### config.mk
export PLATFORM = sky130hd
export DESIGN_NAME = mipsDecodeUnit
export DESIGN_NICKNAME = d
export VERILOG_FILES = /design/src/mipsPkg.sv /design/src/mipsDecodeUnit.sv /design/src/issuePair.sv /design/src/decodeLane.sv /design/src/ctrlDecode.sv /design/src/instrLatch.sv
export SDC_FILE = /design/constraint.sdc
export NUM_CORES = 1
export LEC_CHECK = 0
export BUFFER_PORTS_ARGS = -buffer_cell sky130_fd_sc_hd__buf_4
export CAP_MARGIN = 20
export CORE_MARGIN = 2
export CORE_UTILIZATION = 50
export CTS_CLUSTER_SIZE = 14
export DETAILED_ROUTE_END_ITERATION = 7
export PLACE_DENSITY = 0.77
export SETUP_SLACK_MARGIN = 0.15
export SYNTH_ARGS = -nofsm -noshare
export SYNTH_HDL_FRONTEND = slang
export SYNTH_SLANG_ARGS = --single-unit
### constraint.sdc
create_clock -name clk -period 3.25 [get_ports clk]
set_input_delay 0.1625 -clock clk [delete_from_list [all_inputs] [get_ports clk]]
set_output_delay 0.1625 -clock clk [all_outputs]
set_load 0.1 [all_outputs]
### src/mipsPkg.sv
package mipsPkg;

    typedef logic [4:0] regIdx;
    typedef logic [7:0] aluOp;
    typedef logic [3:0] branchType;

    localparam int NUM_LANES = 2;
    localparam logic WB_ADR_LANE0 = 1'b0;
    localparam logic WB_ADR_LANE1 = 1'b1;  // writing this word commits the pair
    localparam regIdx LINK_REG = 5'd31;
    localparam logic [31:0] ERET_WORD = 32'h4200_0018;

    // major opcodes
    localparam logic [5:0] OP_SPECIAL = 6'h00, OP_REGIMM = 6'h01, OP_J = 6'h02,
        OP_JAL = 6'h03, OP_BEQ = 6'h04, OP_BNE = 6'h05, OP_BLEZ = 6'h06, OP_BGTZ = 6'h07,
        OP_ADDI = 6'h08, OP_ADDIU = 6'h09, OP_SLTI = 6'h0a, OP_SLTIU = 6'h0b,
        OP_ANDI = 6'h0c, OP_ORI = 6'h0d, OP_XORI = 6'h0e, OP_LUI = 6'h0f,
        OP_COP0 = 6'h10, OP_SPECIAL2 = 6'h1c,
        OP_LB = 6'h20, OP_LH = 6'h21, OP_LW = 6'h23, OP_LBU = 6'h24, OP_LHU = 6'h25,
        OP_SB = 6'h28, OP_SH = 6'h29, OP_SW = 6'h2b;

    // SPECIAL funct field
    localparam logic [5:0] FUN_SLL = 6'h00, FUN_SRL = 6'h02, FUN_SRA = 6'h03,
        FUN_SLLV = 6'h04, FUN_SRLV = 6'h06, FUN_SRAV = 6'h07,
        FUN_JR = 6'h08, FUN_JALR = 6'h09, FUN_SYSCALL = 6'h0c, FUN_BREAK = 6'h0d,
        FUN_MFHI = 6'h10, FUN_MTHI = 6'h11, FUN_MFLO = 6'h12, FUN_MTLO = 6'h13,
        FUN_MULT = 6'h18, FUN_MULTU = 6'h19, FUN_DIV = 6'h1a, FUN_DIVU = 6'h1b,
        FUN_ADD = 6'h20, FUN_ADDU = 6'h21, FUN_SUB = 6'h22, FUN_SUBU = 6'h23,
        FUN_AND = 6'h24, FUN_OR = 6'h25, FUN_XOR = 6'h26, FUN_NOR = 6'h27,
        FUN_SLT = 6'h2a, FUN_SLTU = 6'h2b;

    // SPECIAL2 funct field, overlaps the SPECIAL codes
    localparam logic [5:0] FUN_MADD = 6'h00, FUN_MADDU = 6'h01, FUN_MUL = 6'h02,
        FUN_MSUB = 6'h04, FUN_MSUBU = 6'h05, FUN_CLZ = 6'h20, FUN_CLO = 6'h21;

    localparam regIdx RT_BLTZ = 5'b00000, RT_BGEZ = 5'b00001;
    localparam regIdx RT_BLTZAL = 5'b10000, RT_BGEZAL = 5'b10001;
    localparam regIdx RS_MFC0 = 5'b00000, RS_MTC0 = 5'b00100;

    localparam aluOp ALUOP_NOP = 8'h00, ALUOP_AND = 8'h01, ALUOP_OR = 8'h02,
        ALUOP_XOR = 8'h03, ALUOP_NOR = 8'h04, ALUOP_SLT = 8'h05, ALUOP_SLTU = 8'h06,
        ALUOP_ADD = 8'h07, ALUOP_ADDU = 8'h08, ALUOP_SUB = 8'h09, ALUOP_SUBU = 8'h0a,
        ALUOP_SLL = 8'h0b, ALUOP_SLLV = 8'h0c, ALUOP_SRL = 8'h0d, ALUOP_SRLV = 8'h0e,
        ALUOP_SRA = 8'h0f, ALUOP_SRAV = 8'h10, ALUOP_MULT = 8'h11, ALUOP_MULTU = 8'h12,
        ALUOP_DIV = 8'h13, ALUOP_DIVU = 8'h14, ALUOP_MFHI = 8'h15, ALUOP_MFLO = 8'h16,
        ALUOP_MTHI = 8'h17, ALUOP_MTLO = 8'h18, ALUOP_CLO = 8'h19, ALUOP_CLZ = 8'h1a,
        ALUOP_MADD = 8'h1b, ALUOP_MADDU = 8'h1c, ALUOP_MSUB = 8'h1d, ALUOP_MSUBU = 8'h1e,
        ALUOP_LUI = 8'h1f, ALUOP_MFC0 = 8'h20, ALUOP_MTC0 = 8'h21;

    localparam branchType BT_NOP = 4'd0, BT_J = 4'd1, BT_JREG = 4'd2,
        BT_BEQ = 4'd3, BT_BNE = 4'd4, BT_BGTZ = 4'd5, BT_BLEZ = 4'd6,
        BT_BGEZ = 4'd7, BT_BLTZ = 4'd8;

    typedef union packed {
        struct packed {
            logic [5:0] op;
            regIdx      rs;
            regIdx      rt;
            regIdx      rd;
            logic [4:0] shamt;
            logic [5:0] funct;
        } rFormat;
        struct packed {
            logic [5:0]  op;
            regIdx       rs;
            regIdx       rt;
            logic [15:0] imm;
        } iFormat;
        struct packed {
            logic [5:0]  op;
            logic [25:0] target;
        } jFormat;
    } instrWord;

    typedef struct packed {
        aluOp alu;
        logic aluSelA;     // shamt as operand A
        logic aluSelB;     // immediate as operand B
        logic memEn;
        logic memRead;
        logic memWrite;
        logic memToReg;
        logic cp0Write;
        logic hiloWrite;
        logic regWen;
        logic masterOnly;  // may only issue in lane 0
    } ctrlSign;

    localparam ctrlSign CTRL_NOP = '0;

    typedef struct packed {
        logic undefinedInst;
        logic syscallInst;
        logic breakInst;
        logic eretInst;
        logic specInst;
    } excFlags;

    typedef struct packed {
        ctrlSign     ctrl;
        excFlags     exc;
        branchType   branch;
        logic        linkPc8;
        regIdx       regWaddr;
        regIdx       srcA;
        regIdx       srcB;
        logic [31:0] immExt;
    } decodedInstr;

    typedef instrWord [NUM_LANES-1:0] lanePair;
    typedef decodedInstr [NUM_LANES-1:0] packetPair;

endpackage
### src/mipsDecodeUnit.sv
`timescale 1ns/1ps

module mipsDecodeUnit import mipsPkg::*; (
    input  logic        clk,
    input  logic        rstN,
    input  logic        wbCyc,
    input  logic        wbStb,
    input  logic        wbWe,
    input  logic        wbAdr,
    input  logic [31:0] wbDat,
    output logic        wbAck,
    input  logic        outReady,
    output logic        outValid,
    output packetPair   outPackets,
    output logic        dualIssue
);

    lanePair   lanes;
    packetPair packets;
    logic      pairValid;
    logic      pairTaken;

    instrLatch u_instrLatch (
        .clk      (clk),
        .rstN     (rstN),
        .wbCyc    (wbCyc),
        .wbStb    (wbStb),
        .wbWe     (wbWe),
        .wbAdr    (wbAdr),
        .wbDat    (wbDat),
        .wbAck    (wbAck),
        .pairTaken(pairTaken),
        .lanes    (lanes),
        .pairValid(pairValid)
    );

    // identical decoders, one per issue slot
    for (genvar i = 0; i < NUM_LANES; i++) begin : gLane
        decodeLane u_decodeLane (
            .instr (lanes[i]),
            .packet(packets[i])
        );
    end

    issuePair u_issuePair (
        .clk       (clk),
        .rstN      (rstN),
        .packets   (packets),
        .pairValid (pairValid),
        .pairTaken (pairTaken),
        .outReady  (outReady),
        .outValid  (outValid),
        .outPackets(outPackets),
        .dualIssue (dualIssue)
    );

endmodule

### src/issuePair.sv
`timescale 1ns/1ps

module issuePair import mipsPkg::*; (
    input  logic      clk,
    input  logic      rstN,
    input  packetPair packets,
    input  logic      pairValid,
    output logic      pairTaken,
    input  logic      outReady,
    output logic      outValid,
    output packetPair outPackets,
    output logic      dualIssue
);

    decodedInstr lead;
    decodedInstr follow;
    logic        rawHazard;
    logic        dualNext;

    assign lead = packets[0];
    assign follow = packets[1];

    // lane 1 reads what lane 0 writes in the same cycle
    assign rawHazard = lead.ctrl.regWen && (lead.regWaddr != '0) &&
                       ((lead.regWaddr == follow.srcA) || (lead.regWaddr == follow.srcB));

    assign dualNext = !(follow.ctrl.masterOnly ||
                        (lead.branch != BT_NOP) ||  // delay slot goes alone
                        (|lead.exc) ||
                        rawHazard);

    assign pairTaken = pairValid && (!outValid || outReady);

    always_ff @(posedge clk or negedge rstN) begin
        if (!rstN) begin
            outValid <= 1'b0;
        end else if (pairTaken) begin
            outValid <= 1'b1;
        end else if (outReady) begin
            outValid <= 1'b0;
        end
    end

    always_ff @(posedge clk) begin
        if (pairTaken) begin
            outPackets <= packets;
            dualIssue <= dualNext;
        end
    end

endmodule

### src/decodeLane.sv
`timescale 1ns/1ps

module decodeLane import mipsPkg::*; (
    input  instrWord    instr,
    output decodedInstr packet
);

    ctrlSign    ctrl;
    excFlags    exc;
    branchType  branch;
    logic       linkPc8;
    regIdx      waddr;
    logic [5:0] op;
    regIdx      rt;
    logic       isLinkRegimm;
    logic [31:0] immExt;

    assign op = instr.jFormat.op;
    assign rt = instr.iFormat.rt;
    assign isLinkRegimm = (rt == RT_BGEZAL) || (rt == RT_BLTZAL);
    // ANDI/ORI/XORI/LUI zero extend
    assign immExt = (op[3:2] == 2'b11) ? {16'h0, instr.iFormat.imm} :
                    {{16{instr.iFormat.imm[15]}}, instr.iFormat.imm};

    ctrlDecode u_ctrlDecode (
        .instr(instr),
        .ctrl (ctrl),
        .exc  (exc)
    );

    always_comb begin
        branch = BT_NOP;
        linkPc8 = 1'b0;
        case (op)
            OP_SPECIAL: begin
                if (instr.rFormat.funct == FUN_JR || instr.rFormat.funct == FUN_JALR)
                    branch = BT_JREG;
                linkPc8 = (instr.rFormat.funct == FUN_JALR);
            end
            OP_J: branch = BT_J;
            OP_JAL: begin
                branch = BT_J;
                linkPc8 = 1'b1;
            end
            OP_BEQ: branch = BT_BEQ;
            OP_BNE: branch = BT_BNE;
            OP_BGTZ: branch = BT_BGTZ;
            OP_BLEZ: branch = BT_BLEZ;
            OP_REGIMM: begin
                if (rt == RT_BGEZ || rt == RT_BGEZAL)
                    branch = BT_BGEZ;
                else if (rt == RT_BLTZ || rt == RT_BLTZAL)
                    branch = BT_BLTZ;
                linkPc8 = isLinkRegimm;
            end
            default: branch = BT_NOP;
        endcase
    end

    always_comb begin
        waddr = instr.rFormat.rd;
        case (op)
            OP_LB, OP_LBU, OP_LH, OP_LHU, OP_LW,
            OP_ADDI, OP_ADDIU, OP_SLTI, OP_SLTIU,
            OP_ANDI, OP_ORI, OP_XORI, OP_LUI: waddr = rt;
            OP_JAL: waddr = LINK_REG;
            OP_REGIMM: if (isLinkRegimm) waddr = LINK_REG;
            OP_COP0: if (instr.rFormat.rs == RS_MFC0) waddr = rt;  // mfc0 writes rt
            default: waddr = instr.rFormat.rd;
        endcase
    end

    assign packet = '{ctrl: ctrl, exc: exc, branch: branch, linkPc8: linkPc8,
                      regWaddr: waddr, srcA: instr.rFormat.rs, srcB: rt, immExt: immExt};

endmodule

### src/ctrlDecode.sv
`timescale 1ns/1ps

module ctrlDecode import mipsPkg::*; (
    input  instrWord instr,
    output ctrlSign  ctrl,
    output excFlags  exc
);

    logic [5:0] op;
    logic [5:0] funct;

    assign op = instr.rFormat.op;
    assign funct = instr.rFormat.funct;

    always_comb begin
        ctrl = CTRL_NOP;
        exc = '0;
        exc.eretInst = (instr == ERET_WORD);
        case (op)
            OP_SPECIAL: begin
                ctrl.regWen = 1'b1;
                case (funct)
                    FUN_AND: ctrl.alu = ALUOP_AND;
                    FUN_OR: ctrl.alu = ALUOP_OR;
                    FUN_XOR: ctrl.alu = ALUOP_XOR;
                    FUN_NOR: ctrl.alu = ALUOP_NOR;
                    FUN_SLT: ctrl.alu = ALUOP_SLT;
                    FUN_SLTU: ctrl.alu = ALUOP_SLTU;
                    FUN_ADD: ctrl.alu = ALUOP_ADD;
                    FUN_ADDU: ctrl.alu = ALUOP_ADDU;
                    FUN_SUB: ctrl.alu = ALUOP_SUB;
                    FUN_SUBU: ctrl.alu = ALUOP_SUBU;
                    FUN_SLLV: ctrl.alu = ALUOP_SLLV;
                    FUN_SRLV: begin
                        if (instr.rFormat.shamt[0]) begin  // rotrv
                            ctrl = CTRL_NOP;
                            exc.undefinedInst = 1'b1;
                        end else begin
                            ctrl.alu = ALUOP_SRLV;
                        end
                    end
                    FUN_SRAV: ctrl.alu = ALUOP_SRAV;
                    FUN_SLL, FUN_SRL, FUN_SRA: begin
                        ctrl.aluSelA = 1'b1;  // shift by shamt
                        ctrl.alu = (funct == FUN_SLL) ? ALUOP_SLL :
                                   (funct == FUN_SRL) ? ALUOP_SRL : ALUOP_SRA;
                        if (funct == FUN_SRL && instr.rFormat.rs[0]) begin  // rotr
                            ctrl = CTRL_NOP;
                            exc.undefinedInst = 1'b1;
                        end
                    end
                    FUN_MULT, FUN_MULTU, FUN_DIV, FUN_DIVU, FUN_MTHI, FUN_MTLO: begin
                        ctrl.regWen = 1'b0;
                        ctrl.hiloWrite = 1'b1;
                        ctrl.masterOnly = 1'b1;
                        case (funct)
                            FUN_MULT: ctrl.alu = ALUOP_MULT;
                            FUN_MULTU: ctrl.alu = ALUOP_MULTU;
                            FUN_DIV: ctrl.alu = ALUOP_DIV;
                            FUN_DIVU: ctrl.alu = ALUOP_DIVU;
                            FUN_MTHI: ctrl.alu = ALUOP_MTHI;
                            default: ctrl.alu = ALUOP_MTLO;
                        endcase
                    end
                    FUN_MFHI, FUN_MFLO: begin
                        ctrl.masterOnly = 1'b1;  // hilo read
                        ctrl.alu = (funct == FUN_MFHI) ? ALUOP_MFHI : ALUOP_MFLO;
                    end
                    FUN_JR: ctrl.regWen = 1'b0;
                    FUN_JALR: ctrl.alu = ALUOP_NOP;  // rd gets pc+8
                    FUN_SYSCALL, FUN_BREAK: begin
                        ctrl.regWen = 1'b0;
                        exc.specInst = 1'b1;
                        exc.syscallInst = (funct == FUN_SYSCALL);
                        exc.breakInst = (funct == FUN_BREAK);
                    end
                    default: begin
                        ctrl = CTRL_NOP;
                        exc.undefinedInst = 1'b1;
                    end
                endcase
            end
            OP_SPECIAL2: begin
                ctrl.masterOnly = 1'b1;
                case (funct)
                    FUN_MUL, FUN_CLO, FUN_CLZ: begin
                        ctrl.regWen = 1'b1;
                        ctrl.alu = (funct == FUN_MUL) ? ALUOP_MULT :
                                   (funct == FUN_CLO) ? ALUOP_CLO : ALUOP_CLZ;
                    end
                    FUN_MADD, FUN_MADDU, FUN_MSUB, FUN_MSUBU: begin
                        ctrl.hiloWrite = 1'b1;  // accumulate into hi/lo
                        ctrl.alu = (funct == FUN_MADD) ? ALUOP_MADD :
                                   (funct == FUN_MADDU) ? ALUOP_MADDU :
                                   (funct == FUN_MSUB) ? ALUOP_MSUB : ALUOP_MSUBU;
                    end
                    default: begin
                        ctrl = CTRL_NOP;
                        exc.undefinedInst = 1'b1;
                    end
                endcase
            end
            OP_LB, OP_LBU, OP_LH, OP_LHU, OP_LW: begin
                ctrl.alu = ALUOP_ADDU;  // address add
                ctrl.aluSelB = 1'b1;
                ctrl.memEn = 1'b1;
                ctrl.memRead = 1'b1;
                ctrl.memToReg = 1'b1;
                ctrl.regWen = 1'b1;
            end
            OP_SB, OP_SH, OP_SW: begin
                ctrl.alu = ALUOP_ADDU;
                ctrl.aluSelB = 1'b1;
                ctrl.memEn = 1'b1;
                ctrl.memWrite = 1'b1;
            end
            OP_ADDI, OP_ADDIU, OP_SLTI, OP_SLTIU, OP_ANDI, OP_ORI, OP_XORI, OP_LUI: begin
                ctrl.regWen = 1'b1;
                ctrl.aluSelB = 1'b1;
                case (op)
                    OP_ADDI: ctrl.alu = ALUOP_ADD;
                    OP_ADDIU: ctrl.alu = ALUOP_ADDU;
                    OP_SLTI: ctrl.alu = ALUOP_SLT;
                    OP_SLTIU: ctrl.alu = ALUOP_SLTU;
                    OP_ANDI: ctrl.alu = ALUOP_AND;
                    OP_ORI: ctrl.alu = ALUOP_OR;
                    OP_XORI: ctrl.alu = ALUOP_XOR;
                    default: ctrl.alu = ALUOP_LUI;
                endcase
            end
            OP_JAL: ctrl.regWen = 1'b1;  // r31 gets pc+8
            OP_J, OP_BEQ, OP_BNE, OP_BLEZ, OP_BGTZ: ctrl = CTRL_NOP;
            OP_REGIMM: begin
                case (instr.iFormat.rt)
                    RT_BGEZAL, RT_BLTZAL: ctrl.regWen = 1'b1;
                    RT_BGEZ, RT_BLTZ: ctrl.regWen = 1'b0;
                    default: exc.undefinedInst = 1'b1;
                endcase
            end
            OP_COP0: begin
                exc.specInst = 1'b1;
                case (instr.rFormat.rs)
                    RS_MFC0: begin
                        ctrl.alu = ALUOP_MFC0;
                        ctrl.regWen = 1'b1;
                    end
                    RS_MTC0: begin
                        ctrl.alu = ALUOP_MTC0;
                        ctrl.cp0Write = 1'b1;
                    end
                    default: exc.undefinedInst = !exc.eretInst;
                endcase
            end
            default: exc.undefinedInst = 1'b1;
        endcase
    end

endmodule

### src/instrLatch.sv
`timescale 1ns/1ps

module instrLatch import mipsPkg::*; (
    input  logic        clk,
    input  logic        rstN,
    input  logic        wbCyc,
    input  logic        wbStb,
    input  logic        wbWe,
    input  logic        wbAdr,
    input  logic [31:0] wbDat,
    output logic        wbAck,
    input  logic        pairTaken,
    output lanePair     lanes,
    output logic        pairValid
);

    logic        wbReq;
    logic        isCommit;
    logic        accept;
    logic [31:0] pendLane0;  // staged so a waiting pair stays intact

    assign wbReq = wbCyc && wbStb && !wbAck;  // no back-to-back ack
    assign isCommit = wbWe && (wbAdr == WB_ADR_LANE1);
    // commit stalls while the last pair is still waiting
    assign accept = wbReq && !(isCommit && pairValid);

    always_ff @(posedge clk or negedge rstN) begin
        if (!rstN) begin
            wbAck <= 1'b0;
            pairValid <= 1'b0;
        end else begin
            wbAck <= accept;
            if (accept && isCommit) begin
                pairValid <= 1'b1;
            end else if (pairTaken) begin
                pairValid <= 1'b0;
            end
        end
    end

    always_ff @(posedge clk) begin
        if (accept && wbWe) begin
            if (wbAdr == WB_ADR_LANE0) begin
                pendLane0 <= wbDat;
            end else begin
                lanes[0] <= pendLane0;
                lanes[1] <= wbDat;
            end
        end
    end

endmodule

==> qor.csv, run 1 <==
metric;value;unit
wirelength;24680;µm
required;3.49;ns
via_per_inst;5.809;
fin_skew;0.009006;ns
worstSetupEndpointType;register;
vdd_drop_max;0.0004248;V
hold_viol;0;
place_hpwl;16970;µm
critPathArrivalTime;3.17;ns
htreeDepth;1;
setup.worst_path.class;reg -> reg;
cts_sinks;214;
path_max_fanout;7;
drive_above_1_share;27.51;%
status;complete, no violations;
clkLatencyLatePin;0.50;ns
maxCapViolations;0;
initial_core_util;50.62;%
area_delta_synth_final;28.42;%
avgSynthCellArea;12.68;µm²
postCtsSetupBuffers;0;
first_iter_violations;785;
syn_area;0.009405;mm²
ant_nets;0;
relSlewSlack;46.70;%
dieHeight;141.2;µm
ios;192;
clk_pin_slew;0.07;ns
grt_pass1_wl;37320;µm
yosys.area.top_type;edfxtp_1;
wl_per_cell;20.53;µm
vias;6983;
fill_cells;1372;
finalCritPeriodShare;90.28;%
drc;0;
drv_slew;0;
portBuffers;187;
cts_made_buffers;22;
grt_max_degree;66;
grt_pass1_vias;6628;
netlist_top_cells_area;edfxtp_1 (67%), buf_4 (2.9%), nand2_1 (2.6%);
power;0.006125;W
synth_top_area_share;67.37;%
gp_congestion;0.9214;
final_nets;992;
p_leak;4.436;nW
dieArea;0.01992;mm²
rsz0062_at_grt;false;
hold-worst-slack;0.3025;ns
ys_warn_count;0;
synth_edf_count;211;
fp.coreArea;0.01858;mm²
synthCells;742;
fmax;0.3408;GHz
synth_async_sr_flop_share;1.402;%
cts_tree;built;
grt.total_usage;24.07;%
overflow;0;
ys_types;69;
crit_path_start_kind;register;
rows;50;
powerDensity;507.1;mW/mm²
fin_crit;2.934;ns
synthFlopType;edfxtp_1;
die_w;141.2;µm
tightest_slew;0.7934;ns
tns;0;ns
ys_seq_elements;214;
hp-class;in -> reg;
antenna_found_initial;0;
setup_viol;0;
clk_path_buf_depth;3;
drtPass1Iterations;5;
cts_root_buf;clkbuf_16;
synth-seq-area-share;68.17;%
==> worst max-delay path, stage by stage (launching register included) <==
cell and delay (ns):
edfxtp_1 0.46, or4b_1 0.61, a211oi_4 0.41, buf_4 0.22
a211oi_1 0.07, a21boi_1 0.21, xnor2_1 0.16, nor4_1 0.26
a21o_1 0.17, a311oi_1 0.09
==> worst paths after layout <==
path                                                           from                              endpoint  slack, ns  cells after the start
worst max-delay path               u_instrLatch.lanes[17]$_DFFE_PP_       u_issuePair.dualIssue$_DFFE_PP_       0.32                      9
worst min-delay path                                          wbAdr  u_instrLatch.pendLane0[10]$_DFFE_PP_       0.30                      3
worst max register to register     u_instrLatch.lanes[17]$_DFFE_PP_       u_issuePair.dualIssue$_DFFE_PP_       0.32                      9
worst min register to register  u_instrLatch.pendLane0[1]$_DFFE_PP_       u_instrLatch.lanes[1]$_DFFE_PP_       0.41                      0
max in group asynchronous                                      rstN    u_instrLatch.pairValid$_DFFE_PN0P_       2.54                      3
min in group asynchronous                                      rstN          u_instrLatch.wbAck$_DFF_PN0_       0.56                      3
==> what timing repair did <==
item                       CTS  global route
setup endpoints to repair    0             1
hold endpoints to repair    70             0
gates resized for setup      0             5
hold buffers                37             0
==> power breakdown <==
part	leakage [nW]	internal, W	total [W]	switching (W)
registers	1.92	0.00307	0.00310	0.0000321
clock network	0.353	0.00148	0.00250	0.00102
logic	2.16	0.000137	0.000524	0.000387
total	4.44	0.00469	0.00612	0.00144
==> Yosys cell counts (8+ instances only) <==
library cell,instances
nand3_1,12
clkbuf_1,26
nor2b_1,11
a22oi_1,8
nand2b_1,17
nor4_1,13
o21ai_0,33
a21oi_1,45
nor3_1,24
xnor2_1,9
a31oi_1,9
inv_1,26
buf_4,36
nor2_1,63
o22ai_1,10
edfxtp_1,211
a211oi_1,9
nand2_1,65
==> state kept, by name, summed over array words and instances, names as in the netlist <==
name and count:
u_instrLatch.pendLane0 32, u_instrLatch.pairValid 1, u_issuePair.dualIssue 1, u_issuePair.outPackets 114, u_instrLatch.lanes 64, u_instrLatch.wbAck 1, u_issuePair.outValid 1
==> area by class of cell <==
type | instances | area [µm²] | share of cell area [%]
multi-input cells | 436 | 2546 | 21.08
repair buffers | 252 | 2009 | 16.64
diodes | 1 | 2.502 | 0.02072
clock buffers | 24 | 558.0 | 4.620
flip-flops and latches | 214 | 6411 | 53.08
clock inverters | 14 | 156.4 | 1.295
inverters | 27 | 101.3 | 0.8391
well taps | 234 | 292.8 | 2.424
==> cell usage in the layout (no fill, tap or decap), drive strengths merged, types with 4 or more instances in the layout <==
master,instances
or3,6
buf,215
clkinv,11
xnor2,9
nand4,5
nand3b,4
inv,26
conb,4
nor3,24
a211o,4
nor2b,11
nand2,65
edfxtp,211
nor3b,7
or2,5
a22oi,8
o211ai,5
a21oi,45
nor4b,4
nor4,13
nor2,64
nand2b,17
nand3,12
dlygate4sd3,37
a211oi,10
clkbuf,24
a31oi,9
o22ai,10
and2,5
o221ai,7
a32oi,5
o21ai,33
==> per-layer routing <==
layer	part of all wire [%]	GRT usage (%)	wire, µm	vias to the layer above
met5	0	0	0	-
li1	-	-	-	3198
met1	40	32.87	9848	3339
met2	50	40.39	12260	403
met4	2.0	6.737	487	0
met3	8.4	3.838	2078	43
==> logic make-up (layout without fill, tap and decap cells) <==
group	count (synthesis)	count (layout)	share of synthesized area, %
muxes	2	2	0.3592
AOI/OAI and AO/OA	168	168	11.79
buffers and inverters	95	317	5.334
DFF	214	214	68.17
xor gates and xnor gates	10	10	0.9313
other	1	5	0.03987
and+or+nand+nor	252	252	13.38
==> stage by stage <==
stage               cell area (µm²)  utilization [%]  cells  worst slack (ns)
finish                        12080            65.00   1202            0.3158
detailed placement            10960            59.00   1126            0.2232
global route                  12080            64.99   1201            0.1848
CTS                           12050            64.84   1201            0.2101
floorplan                      9424                -    745            0.3749
global placement              10960            59.00   1126            0.2568
(Power assumes the default switching activity.)
==> run 2, diff against run 1 <==
--- a/config.mk
+++ b/config.mk
@@ -7,7 +7,7 @@
 export LEC_CHECK = 0
 export BUFFER_PORTS_ARGS = -buffer_cell sky130_fd_sc_hd__buf_4
 export CAP_MARGIN = 20
-export CORE_MARGIN = 2
+export CORE_MARGIN = 1
 export CORE_UTILIZATION = 50
 export CTS_CLUSTER_SIZE = 14
 export DETAILED_ROUTE_END_ITERATION = 7
==> run 2 against run 1 <==
Against the previous run: the flow now finishes with violations (DRC); die area decreased by 2.8%; combinational power about the same; global-route usage increased by 0.89 points; critical path type unchanged; maximum frequency increased by 0.76%; cell count about the same; power decreased by 0.20%; flip-flop and latch count unchanged.
==> qor.csv, run 2 (synthesis results as in run 1) <==
metric;value;unit
status;finished, violations left;
violations;DRC;
vias;6960;
fp.coreArea;0.01821;mm²
cts_made_buffers;22;
grt_max_degree;62;
wirelength;24340;µm
power;0.006112;W
final_nets;996;
wl_per_cell;20.27;µm
first_iter_violations;676;
drive_above_1_share;27.39;%
cts_root_buf;clkbuf_16;
critPathArrivalTime;3.16;ns
setup_viol;0;
fin_crit;2.912;ns
setup.worst_path.class;reg -> reg;
die_w;139.2;µm
gp_congestion;0.9714;
required;3.49;ns
fill_cells;1307;
layout_commonest_cell;buf_4;
fmax;0.3434;GHz
fin_skew;0.01346;ns
mostFrequentLayoutCells;buf_4 (218), edfxtp_1 (211), nand2_1 (65), nor2_1 (63), a21oi_1 (45);
holdPathEnd;u_instrLatch.lanes[42]$_DFFE_PP_;
maxCapViolations;0;
drtPass1Iterations;8;
rsz0062_at_grt;false;
drv_slew;0;
clk_pin_slew;0.06;ns
overflow;0;
hp-class;in -> reg;
clkLatencyLatePin;0.50;ns
drc;13;
pre_cts_slack;0.1356;ns
ant_nets;0;
via_per_inst;5.795;
internal-power;0.004693;W
area_delta_synth_final;28.54;%
clk_path_buf_depth;3;
p_leak;4.441;nW
dieArea;0.01936;mm²
rows;49;
finalCritPeriodShare;89.60;%
relSlewSlack;51.78;%
htreeDepth;1;
crit_path_start_kind;register;
cts_tree;built;
vdd_drop_max;0.0003838;V
ios;192;
grt.total_usage;24.96;%
tightest_slew;0.7177;ns
clkPwrFrac;40.7;%
hold_viol;0;
worstSetupEndpointType;register;
largest-register;u_issuePair.outPackets;
largest_reg_flops;114;
swShare;23.22;%
grt_pass1_wl;36920;µm
antenna_found_initial;1;
largestRegisters;u_issuePair.outPackets (114), u_instrLatch.lanes (64), u_instrLatch.pendLane0 (32);
p_switching;0.001419;W
initial_core_util;51.65;%
grt_pass1_vias;6452;
hold_depth;2;
portBuffers;187;
path_max_fanout;6;
cts_sinks;214;
powerDensity;505.6;mW/mm²
dieHeight;139.2;µm
r2r-end;u_issuePair.dualIssue$_DFFE_PP_;
tns;0;ns
setup_ws;0.3380;ns
r2r_start;u_instrLatch.lanes[19]$_DFFE_PP_;
ff2ff_setup_slack;0.34;ns
hold_start;wbAdr;
p_seq_share;50.8;%
place_hpwl;17110;µm
power_frac_comb;8.6;%
reg2reg_depth;8;
==> run 2: changes by cell type in the layout (fill, tap and decap cells not counted) <==
cell      delta
clkbuf_1     +2
buf_12       -1
buf_4        +5
clkinv_2     -7
inv_6        +1
a311oi_2     +1
a21boi_1     -1
a21boi_0     +1
clkinv_1     +3
clkinv_4     +1
a211oi_4     -1
a311oi_1     -1
a211oi_2     +1
==> run 2: through the flow <==
step	std cells	hold slack, ns	util (%)	cell area, µm²
6_report	1201	0.2487	66.39	12090
3_3_place_gp	1125	-0.04644	60.27	10970
2_1_floorplan	745	-0.1331	-	9424
3_5_place_dp	1125	-0.04563	60.27	10970
5_1_grt	1201	0.2458	66.39	12090
4_1_cts	1200	0.2364	66.27	12070
==> run 2: repair_timing <==
action	in CTS	in global routing
gates cloned	0	0
setup endpoints to repair	1	1
hold buffers	37	0
gates resized for setup	1	3
hold endpoints to repair	70	0
setup buffers	0	0
==> run 2: worst max path at each step <==
stage	startpoint	endpoint	slack (ns)	depth (start not counted)
global placement	u_instrLatch.lanes[26]$_DFFE_PP_	u_issuePair.dualIssue$_DFFE_PP_	0.25	8
global route	u_instrLatch.lanes[17]$_DFFE_PP_	u_issuePair.dualIssue$_DFFE_PP_	0.18	8
CTS	u_instrLatch.lanes[26]$_DFFE_PP_	u_issuePair.dualIssue$_DFFE_PP_	0.28	8
finish	u_instrLatch.lanes[19]$_DFFE_PP_	u_issuePair.dualIssue$_DFFE_PP_	0.34	8
detailed placement	u_instrLatch.lanes[26]$_DFFE_PP_	u_issuePair.dualIssue$_DFFE_PP_	0.14	8
floorplan	u_issuePair.outValid$_DFFE_PN0P_	u_issuePair.dualIssue$_DFFE_PP_	0.37	2
==> run 2: worst max-delay path, cell delays in order (launching register included) <==
cell and delay [ns]:
edfxtp_1 0.48, or4b_1 0.56, a211oi_2 0.45, buf_4 0.24, a221oi_2 0.07, a221o_1 0.37, nor4_1 0.27, a21o_1 0.13
a311oi_1 0.08
==> run 2: layer usage <==
metal	vias up	GRT usage (%)	part of all wire (%)
met3	49	4.144	7.6
met4	0	8.129	2.6
met5	-	0	0
li1	3211	-	-
met2	381	40.51	48
met1	3319	34.45	41
==> run 2: layout make-up <==
class,instances,area (µm²),area share [%]
repair buffers,256,2027,16.77
diodes,1,2.502,0.02070
multi-input cells,436,2545,21.05
inverters,27,101.3,0.8383
flip-flops and latches,214,6411,53.03
clock buffers,26,565.5,4.678
well taps,229,286.5,2.370
clock inverters,12,150.1,1.242
==> run 2: power by group through the flow <==
stage               registers (W)  logic, W  clock network (W)
CTS                       0.00310  0.000521            0.00252
finish                    0.00310  0.000523            0.00249
global placement          0.00316  0.000481                  0
global route              0.00311  0.000542            0.00261
floorplan                 0.00335  0.000162                  0
detailed placement        0.00316  0.000481                  0
==> run 3, diff against run 2 <==
--- a/config.mk
+++ b/config.mk
@@ -9,8 +9,10 @@
 export CAP_MARGIN = 20
 export CORE_MARGIN = 1
 export CORE_UTILIZATION = 50
+export CTS_BUF_LIST = sky130_fd_sc_hd__clkbuf_16
 export CTS_CLUSTER_SIZE = 14
 export DETAILED_ROUTE_END_ITERATION = 7
+export GPL_TIMING_DRIVEN = 0
 export PLACE_DENSITY = 0.77
 export SETUP_SLACK_MARGIN = 0.15
 export SYNTH_ARGS = -nofsm -noshare
==> run 3 against run 2 <==
Against the previous run: the flow still finishes with violations (DRC); maximum frequency decreased by 2.8%; first-iteration DRC count grew 10%; clock power is 3% lower; flip-flop and latch count stayed put; die area unchanged; combinational power rose by 3%; worst setup slack got worse by 0.085 ns; sequential share of layout area is 1.2 points lower; non-clock buffer count rose by 48; core utilization rose by 1.5 points; hold slack worse by 0.19 ns; critical path type unchanged; largest power group unchanged.
==> qor.csv, run 3 (synthesis results as in run 1) <==
metric;value;unit
status;finished, violations left;
violations;DRC;
ff_latch_area;0.006411;mm²
vdd_drop_max;0.0003446;V
cts_made_buffers;22;
dieHeight;139.2;µm
clk_pin_slew;0.07;ns
grt_pass1_vias;6796;
largest-register;u_issuePair.outPackets;
cts_sinks;214;
p_seq_share;51.1;%
vias;7161;
fin_skew;0.02255;ns
grt_pass1_wl;37780;µm
path_max_fanout;6;
drc;13;
place_hpwl;16940;µm
setup_viol;0;
rows;49;
hold_viol;0;
layout_commonest_cell;buf_4;
hp-class;in -> reg;
initial_core_util;51.65;%
overflow;0;
powerDensity;490.7;mW/mm²
p_switching;0.001453;W
gp_congestion;0.9601;
fp.coreArea;0.01821;mm²
drtPass1Iterations;8;
area_delta_synth_final;31.40;%
hold-worst-slack;0.05481;ns
fin_crit;2.997;ns
p_leak;4.592;nW
clkLatencyLatePin;0.52;ns
drv_slew;0;
relSlewSlack;36.85;%
swShare;23.96;%
critPathArrivalTime;3.24;ns
die_w;139.2;µm
multi_input_area;0.002572;mm²
fmax;0.3337;GHz
clkPwrFrac;40.0;%
crit_path_start_kind;register;
tightest_slew;0.9473;ns
dieArea;0.01936;mm²
power;0.006064;W
worstSetupEndpointType;register;
place_area;0.01117;mm²
mostFrequentLayoutCells;buf_4 (233), edfxtp_1 (211), nand2_1 (65), nor2_1 (63), a21oi_1 (45);
first_iter_violations;744;
ios;192;
antenna_found_initial;1;
finalCritPeriodShare;92.21;%
clk_path_buf_depth;3;
wirelength;24960;µm
cts_root_buf;clkbuf_16;
maxCapViolations;0;
cts_tree;built;
rsz0062_at_grt;false;
tns;0;ns
drive_above_1_share;28.26;%
portBuffers;187;
power_frac_comb;8.9;%
setup_ws;0.2530;ns
fill_cells;1282;
fin_area;0.01236;mm²
wl_per_cell;19.99;µm
largestRegisters;u_issuePair.outPackets (114), u_instrLatch.lanes (64), u_instrLatch.pendLane0 (32);
grt.total_usage;25.39;%
grt_max_degree;67;
final_nets;1044;
ant_nets;0;
largest_reg_flops;114;
setup.worst_path.class;reg -> reg;
via_per_inst;5.733;
required;3.49;ns
htreeDepth;1;
pre_cts_slack;-0.01385;ns
internal-power;0.004611;W
run 3: changes by cell type in the layout (fill, tap and decap cells not counted), sizes merged:
cell    delta
buf       +22
clkbuf    +22
inv        +7
clkinv     -2
bufinv     -1
run 3: path summary, 6_finish.rpt:
check                      slack, ns                            startpoint  depth (start not counted)                                    to
setup / recovery                0.25      u_instrLatch.lanes[26]$_DFFE_PP_                          9       u_issuePair.dualIssue$_DFFE_PP_
hold / removal                  0.05                                 wbAdr                          2  u_instrLatch.pendLane0[14]$_DFFE_PP_
hold reg to reg                 0.42  u_instrLatch.pendLane0[18]$_DFFE_PP_                          0      u_instrLatch.lanes[18]$_DFFE_PP_
min in group asynchronous       0.58                                  rstN                          3          u_instrLatch.wbAck$_DFF_PN0_
max in group asynchronous       2.51                                  rstN                          3      u_issuePair.outValid$_DFFE_PN0P_
setup reg to reg                0.25      u_instrLatch.lanes[26]$_DFFE_PP_                          9       u_issuePair.dualIssue$_DFFE_PP_
run 3: cell type report:
type / count / area share (%)
timing repair buffer: 236 / 15.31
inverter: 27 / 0.8201
clock inverter: 16 / 1.144
clock buffer: 22 / 4.455
sequential: 214 / 51.88
multi-input combinational: 436 / 20.82
buffer: 68 / 3.240
tap: 229 / 2.319
antenna: 1 / 0.02025
run 3: per-stage QoR:
stage                     util [%]  cells
after floorplan                  -    745
after global placement       61.04   1161
after detailed placement     61.33   1163
after CTS                    67.37   1241
after global routing         67.87   1249
final                        67.87   1249
run 3: worst max-delay path, cell delays in order (launching register included):
cell	delay, ns
edfxtp_1	0.40
or4b_4	0.60
or2_1	0.26
buf_6	0.14
mux2i_4	0.29
a21boi_1	0.20
a221o_1	0.34
nor4_2	0.22
a21o_1	0.17
a311oi_1	0.10
run 3: layer usage:
| metal | track usage (%) | vias up | wire [µm] |
|---|---|---|---|
| met5 | 0 | - | 0 |
| met2 | 40.91 | 384 | 11970 |
| met1 | 34.40 | 3413 | 10110 |
| met3 | 4.489 | 65 | 2006 |
| li1 | - | 3299 | - |
| met4 | 10.12 | 0 | 869 |
run 3: power by group through the flow:
stage	Clock [W]	Sequential (W)	Combinational, W
after global routing	0.00256	0.00310	0.000560
after detailed placement	0	0.00316	0.000494
after global placement	0	0.00316	0.000488
final	0.00242	0.00310	0.000540
after CTS	0.00245	0.00310	0.000535
after floorplan	0	0.00335	0.000162
run 3: what timing repair did:
item	in CTS	in global routing
pin swaps	1	4
setup buffers	3	7
hold endpoints to repair	70	0
gates resized for setup	2	5
cloned	0	0
setup endpoints to repair	1	1
hold buffers	37	0
